`src/design/axis_cfg_pkg.sv`:
```
// stream configuration: beat widths, payload types, slice modes and pipeline depth
`default_nettype none

package axis_cfg_pkg;

   // -------------------------------------------------------------------------
   // beat widths
   // -------------------------------------------------------------------------
   localparam int TDATA_WIDTH = 64;
   localparam int TKEEP_WIDTH = TDATA_WIDTH / 8;  // one enable per byte
   localparam int TUSER_WIDTH = 8;                // side-band, passed untouched

   typedef logic [TDATA_WIDTH-1:0] tdata_t;
   typedef logic [TKEEP_WIDTH-1:0] tkeep_t;
   typedef logic [TUSER_WIDTH-1:0] tuser_t;

   // -------------------------------------------------------------------------
   // register slice behaviour
   // -------------------------------------------------------------------------
   typedef enum logic [1:0] {
      SLICE_SKID,    // fully registered tready
      SLICE_SIMPLE,  // tready from downstream
      SLICE_BYPASS   // wires only
   } slice_mode_e;

   // entries held by a skid slice
   typedef enum logic [1:0] {
      EMPTY,
      ONE,
      TWO
   } skid_state_e;

   // -------------------------------------------------------------------------
   // pipeline used by the top level
   // -------------------------------------------------------------------------
   localparam int unsigned PL_DEPTH = 2;
   localparam slice_mode_e PL_MODE  = SLICE_SKID;

endpackage : axis_cfg_pkg

`default_nettype wire

```
`src/design/axis_stats_pkg.sv`:
```
// statistics tap types: packet and byte counter widths
`default_nettype none

package axis_stats_pkg;

   // -------------------------------------------------------------------------
   // counter widths
   // -------------------------------------------------------------------------
   localparam int PKT_CNT_WIDTH  = 32;
   localparam int BYTE_CNT_WIDTH = 40;  // wide enough for long byte runs

   typedef logic [PKT_CNT_WIDTH-1:0]  pkt_cnt_t;
   typedef logic [BYTE_CNT_WIDTH-1:0] byte_cnt_t;

endpackage : axis_stats_pkg

`default_nettype wire

```
`src/design/axis_if.sv`:
```
// AXI-stream bundle with source and sink views for links inside the data path
`default_nettype none

interface axis_if;

   logic                 tvalid;
   logic                 tready;
   axis_cfg_pkg::tdata_t tdata;
   axis_cfg_pkg::tkeep_t tkeep;
   logic                 tlast;
   axis_cfg_pkg::tuser_t tuser;

   // beat producer
   modport source (
      output tvalid,
      output tdata,
      output tkeep,
      output tlast,
      output tuser,
      input  tready
   );

   // beat consumer
   modport sink (
      input  tvalid,
      input  tdata,
      input  tkeep,
      input  tlast,
      input  tuser,
      output tready
   );

endinterface : axis_if

`default_nettype wire

```
`src/design/axis_path_top.sv`:
```
// streaming data path top, register slice pipeline followed by a statistics tap
`default_nettype none

module axis_path_top (
   input  wire logic                  clk,
   input  wire logic                  arst_n,
   input  wire logic                  stats_clr,
   // upstream stream
   input  wire logic                  s_tvalid,
   output logic                       s_tready,
   input  wire axis_cfg_pkg::tdata_t  s_tdata,
   input  wire axis_cfg_pkg::tkeep_t  s_tkeep,
   input  wire axis_cfg_pkg::tuser_t  s_tuser,
   input  wire logic                  s_tlast,
   // downstream stream
   output logic                       m_tvalid,
   input  wire logic                  m_tready,
   output axis_cfg_pkg::tdata_t       m_tdata,
   output axis_cfg_pkg::tkeep_t       m_tkeep,
   output axis_cfg_pkg::tuser_t       m_tuser,
   output logic                       m_tlast,
   // statistics
   output axis_stats_pkg::pkt_cnt_t   pkt_count,
   output axis_stats_pkg::byte_cnt_t  byte_count
);

   axis_if pipe_in ();
   axis_if pipe_out ();
   axis_if tap_out ();

   assign pipe_in.tvalid = s_tvalid;
   assign pipe_in.tdata  = s_tdata;
   assign pipe_in.tkeep  = s_tkeep;
   assign pipe_in.tuser  = s_tuser;
   assign pipe_in.tlast  = s_tlast;
   assign s_tready       = pipe_in.tready;

   axis_pipeline #(
      .DEPTH (axis_cfg_pkg::PL_DEPTH),
      .MODE  (axis_cfg_pkg::PL_MODE)
   ) u_pipeline (
      .clk    (clk),
      .arst_n (arst_n),
      .axis_s (pipe_in),
      .axis_m (pipe_out)
   );

   axis_stats_tap u_stats_tap (
      .clk        (clk),
      .arst_n     (arst_n),
      .stats_clr  (stats_clr),
      .axis_s     (pipe_out),
      .axis_m     (tap_out),
      .pkt_count  (pkt_count),
      .byte_count (byte_count)
   );

   assign m_tvalid       = tap_out.tvalid;
   assign m_tdata        = tap_out.tdata;
   assign m_tkeep        = tap_out.tkeep;
   assign m_tuser        = tap_out.tuser;
   assign m_tlast        = tap_out.tlast;
   assign tap_out.tready = m_tready;  // tap hands ready straight back

endmodule : axis_path_top

`default_nettype wire

```
`src/design/axis_pipeline.sv`:
```
// AXI-stream pipeline generator chaining a configurable number of register slices
`default_nettype none

module axis_pipeline #(
   parameter int unsigned               DEPTH = axis_cfg_pkg::PL_DEPTH,
   parameter axis_cfg_pkg::slice_mode_e MODE  = axis_cfg_pkg::PL_MODE
) (
   input  wire logic clk,
   input  wire logic arst_n,
   axis_if.sink      axis_s,
   axis_if.source    axis_m
);

   generate
      if (DEPTH == 0) begin : g_thru
         // no stages, plain connection
         assign axis_m.tvalid = axis_s.tvalid;
         assign axis_m.tdata  = axis_s.tdata;
         assign axis_m.tkeep  = axis_s.tkeep;
         assign axis_m.tuser  = axis_s.tuser;
         assign axis_m.tlast  = axis_s.tlast;
         assign axis_s.tready = axis_m.tready;
      end else begin : g_chain
         axis_if axis_pl [DEPTH:0] ();  // link n feeds stage n

         // ----------------------------------------------------------------------
         // chain ends
         // ----------------------------------------------------------------------
         assign axis_pl[0].tvalid = axis_s.tvalid;
         assign axis_pl[0].tdata  = axis_s.tdata;
         assign axis_pl[0].tkeep  = axis_s.tkeep;
         assign axis_pl[0].tuser  = axis_s.tuser;
         assign axis_pl[0].tlast  = axis_s.tlast;
         assign axis_s.tready     = axis_pl[0].tready;

         assign axis_m.tvalid         = axis_pl[DEPTH].tvalid;
         assign axis_m.tdata          = axis_pl[DEPTH].tdata;
         assign axis_m.tkeep          = axis_pl[DEPTH].tkeep;
         assign axis_m.tuser          = axis_pl[DEPTH].tuser;
         assign axis_m.tlast          = axis_pl[DEPTH].tlast;
         assign axis_pl[DEPTH].tready = axis_m.tready;

         // ----------------------------------------------------------------------
         // slices
         // ----------------------------------------------------------------------
         for (genvar n = 0; n < DEPTH; n++) begin : g_stage
            axis_register #(
               .MODE (MODE)
            ) u_reg (
               .clk    (clk),
               .arst_n (arst_n),
               .s      (axis_pl[n]),
               .m      (axis_pl[n+1])
            );
         end
      end
   endgenerate

endmodule : axis_pipeline

`default_nettype wire

```
`src/design/axis_register.sv`:
```
// AXI-stream register slice, selectable as skid buffer, simple buffer or bypass
`default_nettype none

module axis_register #(
   parameter axis_cfg_pkg::slice_mode_e MODE = axis_cfg_pkg::SLICE_SKID
) (
   input  wire logic clk,
   input  wire logic arst_n,
   axis_if.sink      s,
   axis_if.source    m
);

   generate
      if (MODE == axis_cfg_pkg::SLICE_SKID) begin : g_skid
         // ----------------------------------------------------------------------
         // skid buffer: main register drives m, skid catches the overflow beat
         // ----------------------------------------------------------------------
         axis_cfg_pkg::skid_state_e state_q, state_nxt;
         logic                      ready_q;
         logic                      in_xfer, out_xfer;
         logic                      load_main, load_skid;

         axis_cfg_pkg::tdata_t main_tdata, skid_tdata;
         axis_cfg_pkg::tkeep_t main_tkeep, skid_tkeep;
         axis_cfg_pkg::tuser_t main_tuser, skid_tuser;
         logic                 main_tlast, skid_tlast;

         assign in_xfer  = s.tvalid && ready_q;
         assign out_xfer = (state_q != axis_cfg_pkg::EMPTY) && m.tready;

         always_comb begin
            state_nxt = state_q;
            case (state_q)
               axis_cfg_pkg::EMPTY: begin
                  if (in_xfer) state_nxt = axis_cfg_pkg::ONE;
               end
               axis_cfg_pkg::ONE: begin
                  if (in_xfer && !out_xfer) begin
                     state_nxt = axis_cfg_pkg::TWO;
                  end else if (!in_xfer && out_xfer) begin
                     state_nxt = axis_cfg_pkg::EMPTY;
                  end
               end
               axis_cfg_pkg::TWO: begin
                  if (out_xfer) state_nxt = axis_cfg_pkg::ONE;  // skid moves up
               end
               default: state_nxt = axis_cfg_pkg::EMPTY;
            endcase
         end

         always_ff @(posedge clk or negedge arst_n) begin
            if (!arst_n) begin
               state_q <= axis_cfg_pkg::EMPTY;
               ready_q <= 1'b0;  // held low until reset is gone
            end else begin
               state_q <= state_nxt;
               ready_q <= (state_nxt != axis_cfg_pkg::TWO);
            end
         end

         // main loads from the input unless the skid entry is waiting
         assign load_main = (state_q == axis_cfg_pkg::EMPTY && in_xfer) ||
                            (state_q == axis_cfg_pkg::ONE && in_xfer && out_xfer) ||
                            (state_q == axis_cfg_pkg::TWO && out_xfer);
         assign load_skid = (state_q == axis_cfg_pkg::ONE) && in_xfer && !out_xfer;

         always_ff @(posedge clk) begin
            if (load_main) begin
               if (state_q == axis_cfg_pkg::TWO) begin
                  main_tdata <= skid_tdata;
                  main_tkeep <= skid_tkeep;
                  main_tuser <= skid_tuser;
                  main_tlast <= skid_tlast;
               end else begin
                  main_tdata <= s.tdata;
                  main_tkeep <= s.tkeep;
                  main_tuser <= s.tuser;
                  main_tlast <= s.tlast;
               end
            end
            if (load_skid) begin
               skid_tdata <= s.tdata;
               skid_tkeep <= s.tkeep;
               skid_tuser <= s.tuser;
               skid_tlast <= s.tlast;
            end
         end

         assign s.tready = ready_q;
         assign m.tvalid = (state_q != axis_cfg_pkg::EMPTY);
         assign m.tdata  = main_tdata;
         assign m.tkeep  = main_tkeep;
         assign m.tuser  = main_tuser;
         assign m.tlast  = main_tlast;

         // upstream must see ready low once both entries are taken
         a_no_accept_when_full : assert property (@(posedge clk) disable iff (!arst_n)
            (state_q == axis_cfg_pkg::TWO) |-> !(s.tvalid && s.tready))
            else $error("skid slice accepted a beat while full");

      end else if (MODE == axis_cfg_pkg::SLICE_SIMPLE) begin : g_simple
         // ----------------------------------------------------------------------
         // simple buffer: single register, ready follows downstream
         // ----------------------------------------------------------------------
         logic                 valid_q;
         logic                 run_q;  // low through reset, keeps tready down
         logic                 ready;
         axis_cfg_pkg::tdata_t tdata_q;
         axis_cfg_pkg::tkeep_t tkeep_q;
         axis_cfg_pkg::tuser_t tuser_q;
         logic                 tlast_q;

         assign ready = run_q && (!valid_q || m.tready);

         always_ff @(posedge clk or negedge arst_n) begin
            if (!arst_n) begin
               valid_q <= 1'b0;
               run_q   <= 1'b0;
            end else begin
               run_q <= 1'b1;
               if (ready) valid_q <= s.tvalid;  // refill or drain
            end
         end

         always_ff @(posedge clk) begin
            if (ready && s.tvalid) begin
               tdata_q <= s.tdata;
               tkeep_q <= s.tkeep;
               tuser_q <= s.tuser;
               tlast_q <= s.tlast;
            end
         end

         assign s.tready = ready;
         assign m.tvalid = valid_q;
         assign m.tdata  = tdata_q;
         assign m.tkeep  = tkeep_q;
         assign m.tuser  = tuser_q;
         assign m.tlast  = tlast_q;

      end else begin : g_bypass
         assign s.tready = m.tready;  // straight wires
         assign m.tvalid = s.tvalid;
         assign m.tdata  = s.tdata;
         assign m.tkeep  = s.tkeep;
         assign m.tuser  = s.tuser;
         assign m.tlast  = s.tlast;
      end
   endgenerate

   // stalled output beat must not change until it is taken
   a_m_stable : assert property (@(posedge clk) disable iff (!arst_n)
      (m.tvalid && !m.tready) |=>
         (m.tvalid && $stable({m.tdata, m.tkeep, m.tuser, m.tlast})))
      else $error("output payload changed while stalled");

endmodule : axis_register

`default_nettype wire

```
`src/design/axis_stats_tap.sv`:
```
// AXI-stream statistics tap, passes beats through and counts packets and bytes
`default_nettype none

module axis_stats_tap (
   input  wire logic                  clk,
   input  wire logic                  arst_n,
   input  wire logic                  stats_clr,
   axis_if.sink                       axis_s,
   axis_if.source                     axis_m,
   output axis_stats_pkg::pkt_cnt_t   pkt_count,
   output axis_stats_pkg::byte_cnt_t  byte_count
);

   logic                      xfer;
   axis_stats_pkg::pkt_cnt_t  pkt_q;
   axis_stats_pkg::byte_cnt_t byte_q;

   // number of enabled bytes in a beat
   function automatic axis_stats_pkg::byte_cnt_t keep_bytes(input axis_cfg_pkg::tkeep_t keep);
      axis_stats_pkg::byte_cnt_t n;
      n = '0;
      for (int i = 0; i < axis_cfg_pkg::TKEEP_WIDTH; i++) begin
         n = n + axis_stats_pkg::byte_cnt_t'(keep[i]);
      end
      return n;
   endfunction

   // ------------------------------------------------------------------------
   // pass-through, no added latency
   // ------------------------------------------------------------------------
   assign axis_m.tvalid = axis_s.tvalid;
   assign axis_m.tdata  = axis_s.tdata;
   assign axis_m.tkeep  = axis_s.tkeep;
   assign axis_m.tuser  = axis_s.tuser;
   assign axis_m.tlast  = axis_s.tlast;
   assign axis_s.tready = axis_m.tready;

   assign xfer = axis_s.tvalid && axis_m.tready;  // beat leaves this edge

   // ------------------------------------------------------------------------
   // counters
   // ------------------------------------------------------------------------
   always_ff @(posedge clk or negedge arst_n) begin
      if (!arst_n) begin
         pkt_q  <= '0;
         byte_q <= '0;
      end else if (stats_clr) begin
         pkt_q  <= '0;  // clear wins over a same-edge beat
         byte_q <= '0;
      end else if (xfer) begin
         byte_q <= byte_q + keep_bytes(axis_s.tkeep);
         if (axis_s.tlast) pkt_q <= pkt_q + 1'b1;
      end
   end

   assign pkt_count  = pkt_q;
   assign byte_count = byte_q;

   // an empty beat would leave the byte count behind the packet count
   a_keep_nonzero : assert property (@(posedge clk) disable iff (!arst_n)
      xfer |-> (axis_s.tkeep != '0))
      else $error("accepted beat with tkeep all zero");

endmodule : axis_stats_tap

`default_nettype wire

```
`config.mk`:
```
export PLATFORM = sky130hd
export DESIGN_NAME = axis_path_top
export DESIGN_NICKNAME = d
export VERILOG_FILES = /design/src/design/axis_cfg_pkg.sv /design/src/design/axis_stats_pkg.sv /design/src/design/axis_if.sv /design/src/design/axis_path_top.sv /design/src/design/axis_pipeline.sv /design/src/design/axis_register.sv /design/src/design/axis_stats_tap.sv
export SDC_FILE = /design/constraint.sdc
export NUM_CORES = 1
export LEC_CHECK = 0
export BUFFER_PORTS_ARGS = -buffer_cell sky130_fd_sc_hd__clkbuf_2
export CELL_PAD_IN_SITES_DETAIL_PLACEMENT = 0
export CELL_PAD_IN_SITES_GLOBAL_PLACEMENT = 1
export CORE_MARGIN = 3
export CORE_UTILIZATION = 45
export DETAILED_ROUTE_END_ITERATION = 6
export PLACE_DENSITY = 0.84
export SYNTH_ARGS = -nofsm -noshare
export SYNTH_HDL_FRONTEND = slang
export SYNTH_HIERARCHICAL = 1
export SYNTH_SLANG_ARGS = --single-unit
export TNS_END_PERCENT = 1
```
`constraint.sdc`:
```
create_clock -name clk -period 6.67 [get_ports clk]
set_input_delay 0.667 -clock clk [delete_from_list [all_inputs] [get_ports clk]]
set_output_delay 0.667 -clock clk [all_outputs]
set_load 0.02 [all_outputs]
```
# Word level (Yosys, flattened, before mapping)
# Cells that the tools add are included.
# word_totals
input_bits	86
regBits	402
word_cells	91
# op_classes
reduce_logical	31
n_addsub	9
n_eq_ne	6
n_mux	23
# ops
cell	count
$add A40 B1 Y40	6
$mux W64	2
$mux W32	3
$mux W40	2
$add A40 B40 Y40	1
$add A32 B1 Y32 const B	1
$mux W8	4
$logic_and A1 B1 Y1	17
$mux W2	8
$pmux W2 S3	2
$reduce_bool A2 Y1	4
$eq A2 B1 Y1 const B	2
$eq A2 B2 Y1 const B	2
$logic_not A2 Y1	2
$logic_or A1 B1 Y1	4
$ne A2 B2 Y1 const B	2
$logic_not A1 Y1	3
$add A1 B1 Y2	1
$mux W1	2
$reduce_and A2 Y1	1

# Longest topological paths before layout
# Gate-level depths: netlist (run 1).
# logic_depth
word_depth	10
depth_mapped	13

# Hierarchy
# The synthesis (run 1) kept the hierarchy.
# by_module_without_submodules
mod	cells_each	seq_area_each_um2	n_inst	area_per_inst_um2
axis_register	269	4939.7	2	6292.3
axis_stats_tap	513	1801.7	1	4626.9

# Worst setup path after synthesis (run 1)
# No wires, ideal clock.
# synth_timing
path_kind	input port to flip-flop
start	in s_tvalid
end	reg u_pipeline.g_chain.g_stage[0].u_reg.g_skid.main_tdata[0], enable pin
t_arrival_ns	4.385
n_path_buf	0
stages	2
slack_ns	1.754
path_cell_list	nand3b_1 > o21ai_1
# synth_via
elab_chain_cells	5
# synth_rtl
element	line_no	source
from (decl)	axis_path_top.sv:9	input wire logic s_tvalid,
$logic_and A1 B1 Y1 (*)	axis_register.sv:28	assign in_xfer = s.tvalid && ready_q;
$logic_and A1 B1 Y1 (2 in series)	axis_register.sv:63	(state_q == axis_cfg_pkg::ONE && in_xfer && out_xfer) ||
$logic_or A1 B1 Y1 (*)	axis_register.sv:62	assign load_main = (state_q == axis_cfg_pkg::EMPTY && in_xfer) ||
$logic_or A1 B1 Y1 (*)	axis_register.sv:63	
via u_pipeline.g_chain.g_stage[0].u_reg.g_skid.load_main	axis_register.sv:21	logic load_main, load_skid;
to (signal assigned)	axis_register.sv:70	main_tdata <= skid_tdata;
to (signal assigned)	axis_register.sv:75	main_tdata <= s.tdata;
to (decl)	axis_register.sv:23	axis_cfg_pkg::tdata_t main_tdata, skid_tdata;
# Mark *: on every way through the listed nets, which the timed path passes. The rest lies on a longest branch.
# A chain may end at the register's enable or synchronous reset.

# Final worst setup path (run 1)
# layout_timing
start	reg u_stats_tap.byte_q[0] (netlist: u_stats_tap/byte_count[0])
end	reg u_stats_tap.byte_q[32] (netlist: u_stats_tap/byte_count[32])
# layout_via
elab_chain_cells	3
# layout_rtl
element	line_no	source
from (decl)	axis_stats_tap.sv:16	axis_stats_pkg::byte_cnt_t byte_q;
from (signal assigned)	axis_stats_tap.sv:51	byte_q <= byte_q + keep_bytes(axis_s.tkeep);
$add A40 B40 Y40	axis_stats_tap.sv:51	
$mux W40	axis_stats_tap.sv:50	end else if (xfer) begin
$mux W40	axis_stats_tap.sv:47	end else if (stats_clr) begin
# Every way passes these cells. The select of a mux whose other input is x is not followed.

==> summary.log, run 1 <==
qor: place.gpl.final_weighted_congestion 0.789
qor: clock_network.clock_path_buffers 3
qor: clock_network.post_cts.repair.setup_buffers 0
qor: grt.all_layer_global_routing_usage 15.9%
qor: sta.clock-skew-final 0.0192 ns
qor: yosys.largest_family_of_logic_cells_by_synthesized_area multiplexers
qor: status.outcome finished clean
qor: yosys.synth_top_area_share 56.5%
qor: route.viasPerCell 5.06
qor: sta.timing.slew.headroom 23.8%
qor: power.vdd_drop_max 0.351 mV
qor: power.power-per-cell-area 435 nW/µm²
qor: yosys.netlist.top_cell.by_area sky130_fd_sc_hd__edfxtp_1
qor: layout.seqCellArea 11,700 µm²
qor: yosys.synth-adder-area-share 1.09%
qor: yosys.synth_xor_area_share 2.75%
qor: yosys.syn-cell-area 17,200 µm²
qor: setup_path.path_max_fanout 10
qor: route.final_routed_wirelength_across_all_metal_layers 32,500 µm
qor: grt.grt_start_max_net_pins 83
qor: clock_network.clk_transition_reported_paths 0.06 ns
qor: yosys.synth_top_flop_cell sky130_fd_sc_hd__edfxtp_1
qor: power.p_leak 7.80 nW
qor: clock_network.h-tree-depth 2
qor: setup_path.critical_path_class flip-flop to flip-flop
qor: flow_run.drv.max_cap_violation_count 0
qor: setup_path.timing.critical_path.cells fa_1, inv_1, fa_1, fa_1, fa_1, inv_1, fa_1, nand3_1, a211o_1, nor4_1, xnor2_1, nor2_1
qor: yosys.cell_count_after_synthesis 1,051
qor: floorplanning.die_area 40,600 µm²
qor: yosys.synth_edf_count 324
qor: route.num_vias 8,964
qor: floorplanning.rows 71
qor: floorplanning.core_area 37,700 µm²
qor: yosys.synth.lib_cells_used.distinct 54
qor: layout.antenna_cells 0
qor: layout.multi_input_area 4490 µm²
qor: clock_network.tritoncts done
qor: route.drt_pre_antenna_iters 4
qor: yosys.synth.yosys.warnings 6
qor: yosys.synth.cells.most_frequent sky130_fd_sc_hd__edfxtp_1 (324), sky130_fd_sc_hd__mux2_4 (114), sky130_fd_sc_hd__buf_4 (84)
qor: floorplanning.io-pin-count 241
qor: grt.grt_pass1_vias 9,074
qor: sta.finalHoldViolations 0
qor: yosys.postSynthAreaPerCell 16.4 µm²
qor: place.placed_wire_length_estimate 20,700 µm
qor: layout.fill_cells 3,142
qor: setup_path.crit_arrival 4.36 ns
qor: clock_network.clock_latency 0.57 ns
qor: floorplanning.die_width 202 µm
qor: grt.antenna_violations_before_repair 3
qor: sta.grt_setup_unrepaired no
qor: setup_path.critical_path.top_delay_family adder cells
qor: clock_network.holdBufCountCts 0
qor: clock_network.numClockSinks 402
qor: yosys.post_synth_and_or_nand_nor_area_fraction 6.56%
qor: grt.grt_overflow_total 0
qor: floorplanning.die-height 202 µm
qor: setup_path.max_stage_delay 0.54 ns
qor: clock_network.cts_root_cell sky130_fd_sc_hd__clkbuf_16
qor: sta.timing.final.max_slew_violations 0
qor: sta.period_minus_slack 3.95 ns
qor: layout.drive_gt1_share 39.2%
qor: setup_path.cp_common_cell sky130_fd_sc_hd__fa_1
qor: setup_path.regToRegEndpoint u_stats_tap/byte_count[32]
qor: grt.grt_first_pass_wirelength 51,600 µm
qor: yosys.synth.area.mux_share 13.2%
qor: route.drcViolationCount 0
qor: layout.flow.area_growth_from_synthesis 14.1%
qor: route.wl_per_cell 18.4 µm
qor: setup_path.cp_num_buf_inv 2
qor: setup_path.cpMaxStageDelayCell sky130_fd_sc_hd__fa_1
qor: sta.totalNegativeSetupSlack 0 ns
qor: min_path.worst_hold_path_type primary input to async pin
qor: yosys.yosys-top-cells-area sky130_fd_sc_hd__edfxtp_1 (57%), sky130_fd_sc_hd__dfrtp_1 (11%), sky130_fd_sc_hd__mux2_4 (9.9%)
qor: yosys.synth_compound_gate_area_share 2.36%
qor: layout.num-nets-final 1,325
qor: floorplanning.floorplan.initialDensity 45.7%
qor: setup_path.ff2ff_setup_slack 2.72 ns
qor: setup_path.cp-end-kind flip-flop
qor: yosys.synth-seq-cells 402
qor: setup_path.crit-reg2reg-launch u_stats_tap/byte_count[0]
qor: route.antenna_violating_nets_post_route 0
qor: setup_path.worstSetupStartpointType flip-flop
qor: sta.max_freq 253 MHz
qor: sta.setup-violations-final 0
qor: yosys.async_flop_share 19.4%
qor: clock_network.cts_made_buffers 43
qor: yosys.seq_area_frac_synth 67.9%
qor: yosys.most_numerous_cell_in_the_yosys_netlist sky130_fd_sc_hd__edfxtp_1
qor: sta.min_period_over_period 59.2%
qor: yosys.mappedNetlistNets 1,149
qor: place.io_buffers 240
qor: clock_network.cts-resized-gates 0
qor: setup_path.required_time_of_the_worst_setup_path 7.08 ns
qor: route.drt-initial-drc-count 413
qor: sta.timing.hold.ws 0.287 ns
qor: sta.tightestPinTransition 1.14 ns
qor: setup_path.reg2regPathDepth 12
## cells in the final DEF (no fill, tap or decap), types with 6 or more instances in the layout
master                      Yosys  routed
sky130_fd_sc_hd__clkinv_2       0       6
sky130_fd_sc_hd__mux2_4       114     114
sky130_fd_sc_hd__or3_1         12      12
sky130_fd_sc_hd__inv_1         22      20
sky130_fd_sc_hd__ha_1           7       7
sky130_fd_sc_hd__edfxtp_1     324     324
sky130_fd_sc_hd__xnor2_1       43      43
sky130_fd_sc_hd__clkbuf_2       0     239
sky130_fd_sc_hd__a21oi_1       23      23
sky130_fd_sc_hd__mux2_2        50      50
sky130_fd_sc_hd__clkinv_1       0       9
sky130_fd_sc_hd__a211oi_1       8       8
sky130_fd_sc_hd__nor4_1        12      12
sky130_fd_sc_hd__nand4_1       17      17
sky130_fd_sc_hd__nor3_1         9       9
sky130_fd_sc_hd__buf_4         84      12
sky130_fd_sc_hd__o21ai_0       15      15
sky130_fd_sc_hd__clkbuf_16      0      43
sky130_fd_sc_hd__xor2_1        11      11
sky130_fd_sc_hd__dfrtp_1       78      78
sky130_fd_sc_hd__nand3_1       23      23
sky130_fd_sc_hd__clkbuf_1      17      10
sky130_fd_sc_hd__nor2_1        63      63
sky130_fd_sc_hd__bufinv_16      0       7
sky130_fd_sc_hd__and3_1         6       6
sky130_fd_sc_hd__nand2_1       31      31
## worst max-delay path by stage
| stage | startpoint | end | slack, ns | cells after the start |
|---|---|---|---|---|
| detailed placement | u_stats_tap/byte_count[0] | u_stats_tap/byte_count[34] | 2.77 | 12 |
| global placement | u_stats_tap/byte_count[0] | u_stats_tap/byte_count[38] | 2.81 | 12 |
| finish | u_stats_tap/byte_count[0] | u_stats_tap/byte_count[32] | 2.72 | 12 |
| CTS | u_stats_tap/byte_count[0] | u_stats_tap/byte_count[34] | 2.74 | 12 |
| floorplan | s_tvalid | u_pipeline/g_chain.g_stage[0].u_reg/m.tdata[0] | 1.75 | 2 |
| global route | u_stats_tap/byte_count[0] | u_stats_tap/byte_count[32] | 2.54 | 12 |
## kinds of logic after synthesis
kind of cell               after synthesis
xor gates and xnor gates                54
DFF                                    402
and+or+nand+nor                        212
adders and majority gates               12
AOI/OAI and AO/OA                       65
muxes                                  164
buffers and inverters                  142
## metrics by stage
stage | setup WS, ns | cells | util (%) | power, mW | cell area (µm²)
floorplan | 1.75 | 1051 | - | 5.88 | 17200
global placement | 2.81 | 1693 | 48.3 | 6.12 | 18200
CTS | 2.74 | 1773 | 52.1 | 8.69 | 19600
detailed placement | 2.77 | 1693 | 48.3 | 6.19 | 18200
global route | 2.54 | 1773 | 52.1 | 8.98 | 19600
finish | 2.72 | 1773 | 52.1 | 8.54 | 19600
## metal layers
metal | wire, µm | share of wire, % | up-vias | track usage [%]
li1 | - | - | 4190 | -
met1 | 13900 | 43 | 4437 | 20.8
met2 | 15100 | 46 | 275 | 25.0
met3 | 2850 | 8.8 | 56 | 6.42
met4 | 657 | 2.0 | 6 | 4.09
met5 | 47 | 0.14 | - | 0
## area by class of cell
type	count	share of cell area, %
clock inverters	27	1.75
repair buffers	251	6.55
clock buffers	53	5.67
inverters	22	0.433
multi-input cells	507	22.9
flip-flops and latches	402	59.5
well taps	511	3.25
## where the power goes
group	switching, mW	internal [mW]	total, mW
logic	1.33	0.802	2.13
registers	0.255	3.70	3.95
clock network	0.977	1.47	2.45
## sequential cells by signal, indices dropped and copies added, names as in the netlist, 4 cells and up
register	cells
u_pipeline/g_chain.g_stage.u_reg/m.tkeep	16
u_pipeline/g_chain.g_stage.u_reg/m.tuser	16
u_pipeline/g_chain.g_stage.u_reg/m.tdata	128
u_pipeline/g_chain.g_stage.u_reg/g_skid.skid_tkeep	16
u_pipeline/g_chain.g_stage.u_reg/g_skid.skid_tuser	16
u_pipeline/g_chain.g_stage.u_reg/g_skid.skid_tdata	128
u_stats_tap/pkt_count	32
u_pipeline/g_chain.g_stage.u_reg/g_skid.state_q	4
u_stats_tap/byte_count	40
Power figures use the tool's default switching activity.
==> run 2: changes to the inputs <==
- ABC_AREA: unset -> 1
- CORE_UTILIZATION: 45 -> 41
- PLACE_DENSITY: 0.84 -> 0.85
- clock period: 6.67 -> 3.6 ns (I/O delays scaled with it)
==> run 2 against run 1 <==
Worst setup slack worse by 2.5 ns. Synthesized cell count increased by 63%. Combinational power up 110%. Cell count is 45% higher. Die area grew 14%. Critical path depth increased by 2. Register-to-register slack lost 2.5 ns. Total power increased by 93%. Global-route usage rose by 1.9 points. Critical endpoint is now u_stats_tap/byte_count[36].
==> summary.log, run 2 <==
qor: yosys.syn-cell-area 18,000 µm² [+4.5%]
qor: setup_path.critical_path_class flip-flop to flip-flop
qor: floorplanning.die-height 215 µm [+6.9%]
qor: place.io_buffers 240 [unchanged]
qor: clock_network.clock_latency 0.57 ns [about the same]
qor: yosys.synth.lib_cells_used.distinct 39 [-28%]
qor: sta.grt_setup_unrepaired yes
qor: layout.stdcell_count 2,578 [+45%]
qor: route.final_routed_wirelength_across_all_metal_layers 41,700 µm [+28%]
qor: sta.timing.slew.headroom 37.4% [+14 points]
qor: route.drcViolationCount 0 [unchanged]
qor: route.num_vias 12,700 [+41%]
qor: layout.flow.area_growth_from_synthesis 18.6%
qor: place.placed_wire_length_estimate 27,000 µm [+31%]
qor: grt.grt_start_max_net_pins 82 [-1.2%]
qor: flow_run.drv.max_cap_violation_count 0 [unchanged]
qor: route.viasPerCell 4.92 [-2.8%]
qor: clock_network.clk_transition_reported_paths 0.06 ns [about the same]
qor: power.vdd_drop_max 0.532 mV [+52%]
qor: sta.timing.final.max_slew_violations 0 [unchanged]
qor: sta.min_period_over_period 94.8% [+36 points]
qor: clock_network.numClockSinks 402 [unchanged]
qor: grt.grt-busiest-layer met2
qor: place.gpl.final_weighted_congestion 0.888 [+13%]
qor: yosys.synth.yosys.warnings 6 [unchanged]
qor: sta.tightestPinTransition 0.938 ns [-0.205 ns]
qor: min_path.worst_hold_path_type primary input to flip-flop
qor: grt.grt_pass1_vias 12,500 [+38%]
qor: place.dp_cells 2,409 [+42%]
qor: clock_network.tritoncts done
qor: sta.finalHoldViolations 0 [unchanged]
qor: grt.grt_use_met1 22.6% [+1.8 points]
qor: yosys.synth_edf_count 324 [unchanged]
qor: route.antenna_violating_nets_post_route 0 [unchanged]
qor: yosys.synth_top_flop_cell sky130_fd_sc_hd__edfxtp_1
qor: status.outcome finished clean
qor: grt.all_layer_global_routing_usage 17.8% [+1.9 points]
qor: layout.finalInstanceArea 21,300 µm² [+8.7%]
qor: yosys.netlist.top_cell.by_area sky130_fd_sc_hd__edfxtp_1
qor: setup_path.worstSetupStartpointType flip-flop
qor: grt.grt_overflow_total 0 [unchanged]
qor: layout.drive_gt1_share 18.9% [-20 points]
qor: grt.global_route.usage.met3 3.90% [-2.5 points]
qor: floorplanning.io-pin-count 241 [unchanged]
qor: clock_network.cts_made_buffers 45 [+4.7%]
qor: layout.num-nets-final 2,052 [+55%]
qor: power.power-per-cell-area 772 nW/µm² [+78%]
qor: route.drt_pre_antenna_iters 7 [+3]
qor: clock_network.cts_root_cell sky130_fd_sc_hd__clkbuf_16
qor: yosys.synth.cells.most_frequent sky130_fd_sc_hd__nand2_1 (546), sky130_fd_sc_hd__edfxtp_1 (324), sky130_fd_sc_hd__nand3_1 (219)
qor: place.post_dp_cell_area 19,000 µm² [+4.3%]
qor: floorplanning.core_area 43,200 µm² [+15%]
qor: floorplanning.die_width 215 µm [+6.9%]
qor: sta.clock-skew-final 0.0171 ns [-0.00214 ns]
qor: clock_network.h-tree-depth 2 [unchanged]
qor: route.wl_per_cell 16.2 µm [-12%]
qor: yosys.seq_area_frac_synth 64.9% [-2.9 points]
qor: yosys.postSynthAreaPerCell 10.5 µm² [-36%]
qor: yosys.synth_top_area_share 54.1% [-2.4 points]
qor: grt.antenna_violations_before_repair 4 [+1]
qor: sta.setup-violations-final 0 [unchanged]
qor: route.drt-initial-drc-count 1,012 [+150%]
qor: floorplanning.rows 76 [+7.0%]
qor: setup_path.crit_arrival 3.88 ns [-0.48 ns]
qor: setup_path.required_time_of_the_worst_setup_path 4.06 ns [-3.02 ns]
qor: min_path.worstHoldPathCells 4
qor: floorplanning.floorplan.initialDensity 41.7% [-4.0 points]
qor: grt.grt_first_pass_wirelength 66,700 µm [+29%]
qor: floorplanning.die_area 46,400 µm² [+14%]
qor: clock_network.clock_path_buffers 3 [unchanged]
qor: yosys.mappedNetlistNets 1,810 [+58%]
qor: yosys.cell_count_after_synthesis 1,712 [+63%]
qor: yosys.async_flop_share 19.4% [unchanged]
qor: yosys.most_numerous_cell_in_the_yosys_netlist sky130_fd_sc_hd__nand2_1
qor: grt.use_met2 30.4% [+5.4 points]
qor: setup_path.reg2regPathDepth 14 [+2]
qor: power.p_leak 8.85 nW [+13%]
qor: setup_path.cp-end-kind flip-flop
qor: sta.period_minus_slack 3.41 ns [-0.537 ns]
qor: layout.layout.cells.most_common sky130_fd_sc_hd__nand2_1
qor: sta.max_freq 293 MHz [+16%]
qor: layout.mostFrequentLayoutCells sky130_fd_sc_hd__nand2_1 (545), sky130_fd_sc_hd__edfxtp_1 (324), sky130_fd_sc_hd__clkbuf_2 (239), sky130_fd_sc_hd__nand3_1 (219), sky130_fd_sc_hd__nor2_1 (146)
qor: yosys.synth-seq-cells 402 [unchanged]
qor: yosys.yosys-top-cells-area sky130_fd_sc_hd__edfxtp_1 (54%), sky130_fd_sc_hd__nand2_1 (11%), sky130_fd_sc_hd__dfrtp_1 (11%)
qor: setup_path.path_max_fanout 5 [-5]
==> run 2: cell count changes after synthesis, sizes merged, moves of 15 or more <==
cell	change
inv	+81
mux2	-164
or3	-15
nor2	+96
nand2	+522
buf	+39
nand3	+200
xnor2	-41
==> run 2: worst max-delay path, cell delays in order (launching register included) <==
cell and delay, ns:
sky130_fd_sc_hd__dfrtp_1 0.41, sky130_fd_sc_hd__fa_1 0.55, sky130_fd_sc_hd__inv_1 0.05, sky130_fd_sc_hd__fa_1 0.49
sky130_fd_sc_hd__fa_1 0.43, sky130_fd_sc_hd__fa_2 0.35, sky130_fd_sc_hd__inv_2 0.09, sky130_fd_sc_hd__fa_2 0.21
sky130_fd_sc_hd__nand2_2 0.07, sky130_fd_sc_hd__nand2_4 0.11, sky130_fd_sc_hd__nand2_2 0.09, sky130_fd_sc_hd__nor2_1 0.23
sky130_fd_sc_hd__nand3_1 0.11, sky130_fd_sc_hd__nand2_1 0.06, sky130_fd_sc_hd__nor2_1 0.04
==> run 2: final timing paths <==
| kind | endpoint | from | slack (ns) |
|---|---|---|---|
| setup / recovery | u_stats_tap/byte_count[36] | u_stats_tap/byte_count[0] | 0.19 |
| hold reg to reg | flip-flop | u_pipeline/g_chain.g_stage[0].u_reg/m.tdata[51] | 0.44 |
| hold / removal | flip-flop | s_tvalid | 0.12 |
| min in group asynchronous | u_stats_tap/byte_count[30] | arst_n | 0.33 |
| setup reg to reg | u_stats_tap/byte_count[36] | u_stats_tap/byte_count[0] | 0.19 |
| max in group asynchronous | u_stats_tap/pkt_count[1] | arst_n | 2.41 |
==> run 2: area by class of cell <==
type                       count  area (µm²)
antenna                        2        5.00
clock buffer                  52        1170
clock inverter                32         357
fill                        3946       21800
inverter                     103         394
multi-input combinational   1062        4810
sequential                   402       11700
tap                          585         732
timing repair buffer         340        2180
==> run 2: kinds of logic after synthesis <==
| family | share of synthesized area (%) |
|---|---|
| compound gates | 1.89 |
| xor+xnor | 0.195 |
| fa+ha+maj | 1.04 |
| buf+inv | 8.53 |
| flops | 64.9 |
| simple gates | 23.4 |
==> run 2: where the power goes <==
| group | internal (mW) | leakage [nW] | switching [mW] |
|---|---|---|---|
| Clock | 2.80 | 0.734 | 1.92 |
| Sequential | 6.83 | 4.10 | 0.559 |
| Combinational | 1.21 | 4.01 | 3.16 |
| Total | 10.8 | 8.85 | 5.64 |
==> run 2: timing repair <==
action	CTS	global route
endpoints found under the setup margin	0	16
hold endpoints to repair	101	0
buffers inserted	0	1
hold buffers	82	0
gates resized for setup	0	6
==> run 2: layer usage <==
| layer | wire length, µm | up-vias |
|---|---|---|
| met3 | 2990 | 85 |
| met1 | 17400 | 5948 |
| li1 | - | 6153 |
| met2 | 20200 | 482 |
| met5 | 14 | - |
| met4 | 1130 | 4 |
==> run 2: through the flow <==
stage | setup WS (ns) | setup TNS [ns] | power [mW] | hold slack (ns) | util (%)
2_1_floorplan | -0.684 | -55.40 | 11.1 | 0.0644 | -
3_3_place_gp | 0.114 | 0 | 11.8 | 0.371 | 43.9
3_5_place_dp | 0.0458 | 0 | 11.8 | 0.377 | 43.9
4_1_cts | 0.0244 | 0 | 16.7 | 0.0816 | 49.4
5_1_grt | -0.00565 | -0.00565 | 17.4 | 0.139 | 49.4
6_report | 0.186 | 0 | 16.5 | 0.117 | 49.4
